[config.mk]
export PLATFORM = sky130hd
export DESIGN_NAME = mem_writeback_flat
export DESIGN_NICKNAME = d
export VERILOG_FILES = /design/src/barrel_pkg.sv /design/src/rf_wr_if.sv /design/src/mem_writeback.sv /design/src/flat_wrapper.sv
export SDC_FILE = /design/constraint.sdc
export NUM_CORES = 1
export LEC_CHECK = 0
export BUFFER_PORTS_ARGS = -buffer_cell sky130_fd_sc_hd__buf_2
export CORE_MARGIN = 10
export CORE_UTILIZATION = 39
export DETAILED_ROUTE_END_ITERATION = 12
export PLACE_DENSITY = 0.86
export SYNTH_ARGS = -nofsm -noshare
export SYNTH_HDL_FRONTEND = slang
export SYNTH_SLANG_ARGS = --single-unit
[constraint.sdc]
create_clock -name clk -period 2.4 [get_ports clk]
set_clock_uncertainty 0.15 [all_clocks]
set_input_delay 0.12 -clock clk [delete_from_list [all_inputs] [get_ports clk]]
set_output_delay 0.12 -clock clk [all_outputs]
set_load 0.02 [all_outputs]
[src/barrel_pkg.sv]
/* shared widths, opcodes, ALU and write-back codes, thread index type
   and the instruction word union for the barrel-threaded core */
package barrel_pkg;

  localparam int XLEN        = 32;
  localparam int NUM_THREADS = 8;
  localparam int THREAD_W    = 3;
  localparam int REG_ADDR_W  = 5;
  localparam int ROM_ADDR_W  = 10;
  localparam int DMEM_ADDR_W = 14;

  typedef logic [THREAD_W-1:0] thread_t;

  // ------------------------------
  // major opcodes
  localparam logic [6:0] OPC_OP     = 7'b0110011;
  localparam logic [6:0] OPC_OP_IMM = 7'b0010011;
  localparam logic [6:0] OPC_LUI    = 7'b0110111;
  localparam logic [6:0] OPC_AUIPC  = 7'b0010111;
  localparam logic [6:0] OPC_JAL    = 7'b1101111;
  localparam logic [6:0] OPC_JALR   = 7'b1100111;
  localparam logic [6:0] OPC_BRANCH = 7'b1100011;
  localparam logic [6:0] OPC_LOAD   = 7'b0000011;
  localparam logic [6:0] OPC_STORE  = 7'b0100011;

  // ------------------------------
  typedef logic [3:0] alu_op_t;
  localparam alu_op_t ALU_ADD    = 4'd0;
  localparam alu_op_t ALU_SUB    = 4'd1;
  localparam alu_op_t ALU_AND    = 4'd2;
  localparam alu_op_t ALU_OR     = 4'd3;
  localparam alu_op_t ALU_XOR    = 4'd4;
  localparam alu_op_t ALU_SLT    = 4'd5;
  localparam alu_op_t ALU_SLTU   = 4'd6;
  localparam alu_op_t ALU_SLL    = 4'd7;
  localparam alu_op_t ALU_SRL    = 4'd8;
  localparam alu_op_t ALU_SRA    = 4'd9;
  localparam alu_op_t ALU_PASS_B = 4'd10;

  // write-back source
  typedef logic [1:0] wb_sel_t;
  localparam wb_sel_t WB_ALU  = 2'd0;
  localparam wb_sel_t WB_MEM  = 2'd1;
  localparam wb_sel_t WB_LINK = 2'd2;

  // ------------------------------
  // one instruction word, six format views
  typedef union packed {
    struct packed {
      logic [6:0] funct7;
      logic [4:0] rs2;
      logic [4:0] rs1;
      logic [2:0] funct3;
      logic [4:0] rd;
      logic [6:0] opcode;
    } r_fmt;
    struct packed {
      logic [11:0] imm_11_0;
      logic [4:0]  rs1;
      logic [2:0]  funct3;
      logic [4:0]  rd;
      logic [6:0]  opcode;
    } i_fmt;
    struct packed {
      logic [6:0] imm_11_5;
      logic [4:0] rs2;
      logic [4:0] rs1;
      logic [2:0] funct3;
      logic [4:0] imm_4_0;
      logic [6:0] opcode;
    } s_fmt;
    struct packed {
      logic       imm_12;
      logic [5:0] imm_10_5;
      logic [4:0] rs2;
      logic [4:0] rs1;
      logic [2:0] funct3;
      logic [3:0] imm_4_1;
      logic       imm_11;
      logic [6:0] opcode;
    } b_fmt;
    struct packed {
      logic [19:0] imm_31_12;
      logic [4:0]  rd;
      logic [6:0]  opcode;
    } u_fmt;
    struct packed {
      logic       imm_20;
      logic [9:0] imm_10_1;
      logic       imm_11;
      logic [7:0] imm_19_12;
      logic [4:0] rd;
      logic [6:0] opcode;
    } j_fmt;
  } inst_u;

endpackage

[src/rf_wr_if.sv]
/* register write-back bus, driven by write-back, taken by the register banks */
`timescale 1ns/1ns

interface rf_wr_if;

  logic                                wr_en;
  barrel_pkg::thread_t                 thread;
  logic [barrel_pkg::REG_ADDR_W-1:0]   addr;
  logic [barrel_pkg::XLEN-1:0]         data;

  modport src (
    output wr_en, thread, addr, data
  );

  modport dst (
    input wr_en, thread, addr, data
  );

endinterface

[src/mem_writeback.sv]
/* data memory drive, write-back stage register and the write-back mux */
`timescale 1ns/1ns

module mem_writeback (
  input  logic                                clk,
  input  logic                                reset,
  input  logic                                i_valid,
  input  barrel_pkg::thread_t                 i_thread,
  input  logic [barrel_pkg::XLEN-1:0]         i_result,
  input  logic [barrel_pkg::XLEN-1:0]         i_store_data,
  input  logic                                i_is_store,
  input  barrel_pkg::wb_sel_t                 i_wb_sel,
  input  logic [barrel_pkg::XLEN-1:0]         i_link,
  input  logic [barrel_pkg::REG_ADDR_W-1:0]   i_rd,
  input  logic                                i_rd_we,
  input  logic [barrel_pkg::XLEN-1:0]         i_dmem_rdata,
  output logic [barrel_pkg::DMEM_ADDR_W-1:0]  o_dmem_addr,
  output logic [barrel_pkg::XLEN-1:0]         o_dmem_wdata,
  output logic                                o_dmem_we,
  rf_wr_if.src                                wb
);

  logic                              wb_en_q;
  barrel_pkg::thread_t               wb_thread_q;
  logic [barrel_pkg::REG_ADDR_W-1:0] wb_rd_q;
  barrel_pkg::wb_sel_t               wb_sel_q;
  logic [barrel_pkg::XLEN-1:0]       wb_result_q, wb_link_q;

  // word address, byte offset dropped
  assign o_dmem_addr  = i_result[barrel_pkg::DMEM_ADDR_W+1:2];
  assign o_dmem_wdata = i_store_data;
  assign o_dmem_we    = i_valid & i_is_store;

  // hold the controls while the read comes back
  always_ff @(posedge clk) begin
    if (reset) begin
      wb_en_q <= 1'b0;
    end else begin
      wb_en_q <= i_valid & i_rd_we;
    end
    wb_thread_q <= i_thread;
    wb_rd_q     <= i_rd;
    wb_sel_q    <= i_wb_sel;
    wb_result_q <= i_result;
    wb_link_q   <= i_link;
  end

  // ------------------------------
  always_comb begin
    case (wb_sel_q)
      barrel_pkg::WB_MEM:  wb.data = i_dmem_rdata;
      barrel_pkg::WB_LINK: wb.data = wb_link_q;
      default:             wb.data = wb_result_q;
    endcase
  end

  assign wb.wr_en  = wb_en_q;
  assign wb.thread = wb_thread_q;
  assign wb.addr   = wb_rd_q;

endmodule

[src/flat_wrapper.sv]
// flat-port wrapper written by rule: the top's interface ports become plain ports
module mem_writeback_flat 
  (clk, reset, i_valid, i_thread, i_result, i_store_data, i_is_store, i_wb_sel, i_link, i_rd, i_rd_we, i_dmem_rdata, o_dmem_addr, o_dmem_wdata, o_dmem_we, wb_wr_en, wb_thread, wb_addr, wb_data);
  rf_wr_if wb_i ();
  input  logic clk;
  input  logic reset;
  input  logic i_valid;
  input  barrel_pkg::thread_t i_thread;
  input  logic [barrel_pkg::XLEN-1:0] i_result;
  input  logic [barrel_pkg::XLEN-1:0] i_store_data;
  input  logic i_is_store;
  input  barrel_pkg::wb_sel_t i_wb_sel;
  input  logic [barrel_pkg::XLEN-1:0] i_link;
  input  logic [barrel_pkg::REG_ADDR_W-1:0] i_rd;
  input  logic i_rd_we;
  input  logic [barrel_pkg::XLEN-1:0] i_dmem_rdata;
  output logic [barrel_pkg::DMEM_ADDR_W-1:0] o_dmem_addr;
  output logic [barrel_pkg::XLEN-1:0] o_dmem_wdata;
  output logic o_dmem_we;
  output wire logic [$bits(wb_i.wr_en)-1:0] wb_wr_en;
  output wire logic [$bits(wb_i.thread)-1:0] wb_thread;
  output wire logic [$bits(wb_i.addr)-1:0] wb_addr;
  output wire logic [$bits(wb_i.data)-1:0] wb_data;
  assign wb_wr_en = wb_i.wr_en;
  assign wb_thread = wb_i.thread;
  assign wb_addr = wb_i.addr;
  assign wb_data = wb_i.data;
  mem_writeback u_core (.clk(clk), .reset(reset), .i_valid(i_valid), .i_thread(i_thread), .i_result(i_result), .i_store_data(i_store_data), .i_is_store(i_is_store), .i_wb_sel(i_wb_sel), .i_link(i_link), .i_rd(i_rd), .i_rd_we(i_rd_we), .i_dmem_rdata(i_dmem_rdata), .o_dmem_addr(o_dmem_addr), .o_dmem_wdata(o_dmem_wdata), .o_dmem_we(o_dmem_we), .wb(wb_i));
endmodule
* After elaboration in Yosys (flattened, before gate mapping)
Cells that the tools add are included.
Word-level totals: bits of input ports 143, word-level logic and storage cells 11, output and inout bits 88, flip-flop bits (word level) 75
Cells by class: bitwise gates (word level) 2, multiplexer cells 1, eq/ne operators 2
Operators with widths (count):
- 32-bit one-hot mux with 2 select lines | 1
- 1-bit bitwise AND | 2
- 2-bit by 1-bit equality test with 1-bit output (second input constant) | 1
- 2-bit equality test (second input constant) | 1

* Logic depth before layout (Yosys ltp)
Gate-level depths: netlist of the first run.
word-level depth 2, gate-level depth with buffers 6, depth with buffers taken out 4

* Least setup slack after synthesis of the first run
OpenSTA, ideal clock, no wires.
path type register to output, start point reg u_core.wb_sel_q[0], end point out wb_data[21], data required time 2.130 ns, slack 0.855 ns, buffers on the path 2, cell stages (with the launch flop) 6, arrival time 1.275 ns, path through dfxtp_1 -> inv_1 -> ha_1 -> buf_2 -> buf_2 -> o21ai_1
Between the ends: longest elaborated chain between the ends 2, elaborated cells between the ends (all ways) 3, those cells by class eq/ne (2); mux (1)
Ends and longest elaborated chain:
- start: declaration | line mem_writeback.sv:26 | barrel_pkg::wb_sel_t wb_sel_q;
- start signal: assignment | line mem_writeback.sv:43 | wb_sel_q <= i_wb_sel;
- 2-bit equality test / 2-bit by 1-bit equality test with 1-bit output (equally long branches) | line mem_writeback.sv:50 | case (wb_sel_q)
- 32-bit one-hot mux with 2 select lines (*) | line mem_writeback.sv:50
- end: declaration | line flat_wrapper.sv:23 | output wire logic [$bits(wb_i.data)-1:0] wb_data;
Every way passes the cells marked *; elsewhere a longest branch is shown, timed or not.

* Worst setup path after layout of the first run
start point reg u_core.wb_sel_q[0], end point out wb_data[23]
Same word-level chain as after synthesis.

==> results of run 1 <==
## cells in the mapped netlist (all sizes together)
cell,n
and2,1
inv,2
dfxtp,75
a22oi,32
nor2,1
buf,59
o21ai,32
nand2,33
ha,2
## cell usage in the layout (no fill, tap or decap)
master / synthesis / routed
clkinv_4: 0 / 2
bufinv_16: 0 / 2
buf_2: 7 / 166
nor2_1: 1 / 1
dlygate4sd3_1: 0 / 76
o21ai_0: 2 / 2
o21ai_1: 30 / 30
ha_2: 0 / 1
buf_4: 49 / 3
inv_1: 2 / 2
ha_1: 2 / 1
dfxtp_1: 75 / 75
nand2_1: 33 / 33
a22oi_1: 32 / 32
and2_1: 1 / 1
clkbuf_8: 0 / 10
inv_6: 0 / 2
## where the power goes
group          internal [mW]  switching [mW]  leakage [nW]
clock network          0.625           0.480         0.117
logic                  0.245           0.276          1.21
registers               1.31          0.0214         0.633
## metrics by stage
stage          std cells  setup WS (ns)
6_report             516          0.177
5_1_grt              516        0.00118
4_1_cts              516          0.159
3_5_place_dp         424          0.545
3_3_place_gp         424          0.534
2_1_floorplan        237          0.855
## worst paths after layout
check          startpoint          endpoint  slack, ns  cells after the start
min      i_store_data[10]  o_dmem_wdata[10]       0.09                      0
max    u_core.wb_sel_q[0]       wb_data[23]       0.18                      5
## registers in the layout, summed over array words and instances, names as in the netlist
register            count
u_core.wb_sel_q         2
u_core.wb.thread        3
u_core.wb_link_q       32
u_core.wb.wr_en         1
u_core.wb_result_q     32
u_core.wb.addr          5
## cells by family (layout without fill, tap and decap cells)
family	Yosys count	count (layout)	synth area share (%)
AO/OA/AOI/OAI	64	64	16.0
adder cells (fa/ha/maj)	2	2	0.999
buffers and inverters	61	263	17.7
flip-flops	75	75	59.9
AND/OR/NAND/NOR	35	35	5.34
## layout make-up
| type | count | area (um^2) |
|---|---|---|
| tap | 77 | 96.3 |
| multi-input combinational | 101 | 562 |
| sequential | 75 | 1500 |
| inverter | 2 | 7.51 |
| clock buffer | 10 | 138 |
| timing repair buffer | 245 | 1610 |
| fill | 478 | 2260 |
| clock inverter | 6 | 95.1 |
## per-layer routing
metal / global-route usage [%] / up-vias / part of all wire [%]
li1: - / 1148 / -
met1: 16.7 / 1091 / 31
met2: 34.9 / 152 / 53
met3: 10.9 / 47 / 12
met4: 8.80 / 0 / 3.7
met5: 0 / - / 0
==> flow_summary.yaml, run 1 <==
layout:
  final_core_util_pct: 63.9
  area_delta_synth_final_pct: 60.2
  final_layout_size_suffix_gt1_share_pct: 42.4
  final_area_um2: 4010
  diodes: 0
  fin_nets: 579
setup_path:
  critPathMaxFanout: 32
  max_stage_delay_ns: 0.64
  crit_path_top_delay_cell: "ha_2"
  required_ns: 2.13
  crit_buf_inv: 2
  path_class: "reg2out"
  cp.arrival_ns: 1.95
  crit_family: "adder cells"
  crit_chain: "inv_1 -> ha_2 -> a22oi_1 -> o21ai_1 -> buf_2"
  crit_path_start_kind: "register"
  endpoint_kind: "primary output"
logic_synthesis:
  synth_area_leaders: "dfxtp_1 60%, buf_4 15%, a22oi_1 9.6%"
  synthCells: 237
  synth_top_area_share_pct: 59.9
  yosys.area.top_type: "dfxtp_1"
  synth-seq-area-share_pct: 59.9
  synth_fp_nets: 382
  avgSynthCellArea_um2: 10.6
  synth_area_um2: 2500
  ys_warn_count: 0
  synth_seq_cells: 75
  synthDistinctLibCells: 12
floorplan:
  io_pins: 231
  coreArea_um2: 6280
  dieArea_um2: 10000
  die_h_um: 100
  start_util_pct: 39.9
  rows: 29
  die_x_um: 100
sta:
  maxSlewHeadroom_pct: 52.8
  drv_slew: 0
  rsz0062_at_grt: "false"
  fin_setup_tns_ns: 0
  fin_crit_sh_pct: 92.6
  hold_slack_ns: 0.0900
  fmax_mhz: 450
  hold_violations: 0
  period_needed_ns: 2.22
  setup_viol: 0
  worstMarginPinSlew_ns: 0.708
pwr:
  vdd_drop_max_mv: 0.656
  p_leak_nw: 1.96
  power_mw: 2.96
  power_density_nw_per_um2: 737
detailed_routing:
  route.detailed.drc: 0
  ant_nets: 0
  avgRoutedWirePerCell_um: 19.0
  drt_pass1_iterations: 4
  viasPerCell: 4.72
  drtIter0Drc: 63
  vias: 2438
  routed_wl_um: 9800
clock_tree:
  cts_resized: 0
  cts_max_level: 3
  cts_setup_buffers: 0
  cts_hold_buf: 76
  numCtsBuffers: 9
  cts-root-buf: "clkbuf_8"
  cts_num_sinks: 75
  cts_tree: "done"
  path_clk_slew_ns: 0.07
  clock_path_buffers: 2
run_status:
  status: "complete, no violations"
place:
  io_buffers: 166
  place_area_um2: 3020
  dp_hpwl_um: 6600
  routabilityCongestion: 0.749
grt:
  grt_usage_pct: 19.2
  grt_pass1_vias: 2785
  grt_pass1_wl_um: 15100
  antenna_found_initial: 0
  gr-total-overflow: 0
  grt_start_max_net_pins: 34
run:
  max_cap_viol_count: 0
min_path:
  hold_path_class: "in2out"
(Power assumes the default switching activity.)
==> run 2, diff against run 1 <==
--- a/config.mk
+++ b/config.mk
@@ -6,6 +6,7 @@
 export NUM_CORES = 1
 export LEC_CHECK = 0
 export BUFFER_PORTS_ARGS = -buffer_cell sky130_fd_sc_hd__buf_2
+export CORE_ASPECT_RATIO = 1.5
 export CORE_MARGIN = 10
 export CORE_UTILIZATION = 39
 export DETAILED_ROUTE_END_ITERATION = 12
==> flow_summary.yaml, run 2 (synthesis results as in run 1) <==
pwr:
  power_mw: 2.88
  clockPowerShare_pct: 35.3
  p_leak_nw: 1.94
  switchingPower_mw: 0.806
  pwr-share-comb_pct: 18.5
  p_sw_share_pct: 28.0
  power_density_nw_per_um2: 719
  vdd_drop_max_mv: 0.632
  p_int_mw: 2.07
  seq_power_share_pct: 46.2
place:
  dp_hpwl_um: 6450
  place_area_um2: 3020
  routabilityCongestion: 0.731
  io_buffers: 166
run_status:
  status: "complete, no violations"
setup_path:
  crit_buf_inv: 2
  crit_path_start_kind: "register"
  path_class: "reg2out"
  crit_family: "adder cells"
  crit_chain: "inv_1 -> ha_2 -> a22oi_1 -> o21ai_1 -> buf_2"
  crit_path_top_delay_cell: "ha_2"
  required_ns: 2.13
  endpoint_kind: "primary output"
  max_stage_delay_ns: 0.63
  critPathMaxFanout: 32
  cp.arrival_ns: 1.94
sta:
  hold_violations: 0
  fin_setup_tns_ns: 0
  worstMarginPinSlew_ns: 0.692
  rsz0062_at_grt: "false"
  setup_viol: 0
  fmax_mhz: 452
  fin_crit_sh_pct: 92.1
  period_needed_ns: 2.21
  maxSlewHeadroom_pct: 53.9
  drv_slew: 0
floorplan:
  dieArea_um2: 10100
  start_util_pct: 40.6
  die_h_um: 118
  rows: 35
  die_x_um: 85.4
  io_pins: 231
  coreArea_um2: 6170
clock_tree:
  numCtsBuffers: 9
  cts-root-buf: "clkbuf_8"
  cts_num_sinks: 75
  clock_path_buffers: 2
  path_clk_slew_ns: 0.08
  cts_max_level: 3
  cts_tree: "done"
  cts_resized: 0
layout:
  area_delta_synth_final_pct: 59.9
  final_area_um2: 4010
  final_common_cell: "buf_2"
  final_cell_mix: "166 x buf_2, 76 x dlygate4sd3_1, 75 x dfxtp_1, 33 x nand2_1, 32 x a22oi_1"
  fin_nets: 580
  final_layout_size_suffix_gt1_share_pct: 42.5
detailed_routing:
  drtIter0Drc: 155
  viasPerCell: 4.67
  vias: 2426
  avgRoutedWirePerCell_um: 19.9
  routed_wl_um: 10300
  drt_pass1_iterations: 5
  route.detailed.drc: 0
  ant_nets: 0
min_path:
  hold_path_class: "in2out"
grt:
  grt_pass1_wl_um: 15200
  grt_pass1_vias: 2750
  grt_usage_pct: 19.5
  antenna_found_initial: 5
  gr-total-overflow: 0
  grt_start_max_net_pins: 37
run:
  max_cap_viol_count: 0
## run 2: path summary, 6_finish.rpt
| path | cells after the start | to | startpoint | slack [ns] |
|---|---|---|---|---|
| worst min-delay path | 0 | o_dmem_wdata[0] | i_store_data[0] | 0.09 |
| worst max-delay path | 5 | wb_data[12] | u_core.wb_sel_q[0] | 0.19 |
## run 2: power groups by stage
stage / logic (mW) / registers (mW) / clock network (mW)
finish: 0.531 / 1.33 / 1.02
floorplan: 0.315 / 1.36 / 0
CTS: 0.522 / 1.33 / 1.02
global placement: 0.417 / 1.36 / 0
global route: 0.573 / 1.34 / 1.08
detailed placement: 0.423 / 1.36 / 0
## run 2: timing repair
action,in CTS,in global routing
setup buffers,0,0
hold endpoints to repair,75,0
hold buffers,76,0
## run 2: through the flow
| step | setup WS (ns) | hold WS, ns | cells | utilization, % |
|---|---|---|---|---|
| after floorplan | 0.855 | -0.00228 | 237 | - |
| after global placement | 0.638 | 0.0718 | 422 | 49.0 |
| after detailed placement | 0.551 | 0.0736 | 422 | 49.0 |
| after CTS | 0.173 | 0.0902 | 514 | 64.7 |
| after global routing | 0.0345 | 0.0900 | 519 | 64.9 |
| final | 0.189 | 0.0900 | 519 | 64.9 |
## run 2: area by class of cell
cell class              instances  area, um^2
well taps                      74        92.6
fillers                       446        2170
diodes                          5        12.5
inverters                       2        7.51
clock buffers                  10         138
repair buffers                246        1620
multi-input cells             101         562
clock inverters                 6        70.1
flip-flops and latches         75        1500
## run 2: per-layer routing
| layer | routed length, um | vias up | part of all wire, % | GRT usage [%] |
|---|---|---|---|---|
| met2 | 5280 | 145 | 51 | 33.6 |
| met5 | 0 | - | 0 | 0 |
| met3 | 1260 | 65 | 12 | 10.6 |
| met4 | 677 | 0 | 6.6 | 13.9 |
| li1 | - | 1152 | - | - |
| met1 | 3120 | 1064 | 30 | 16.2 |
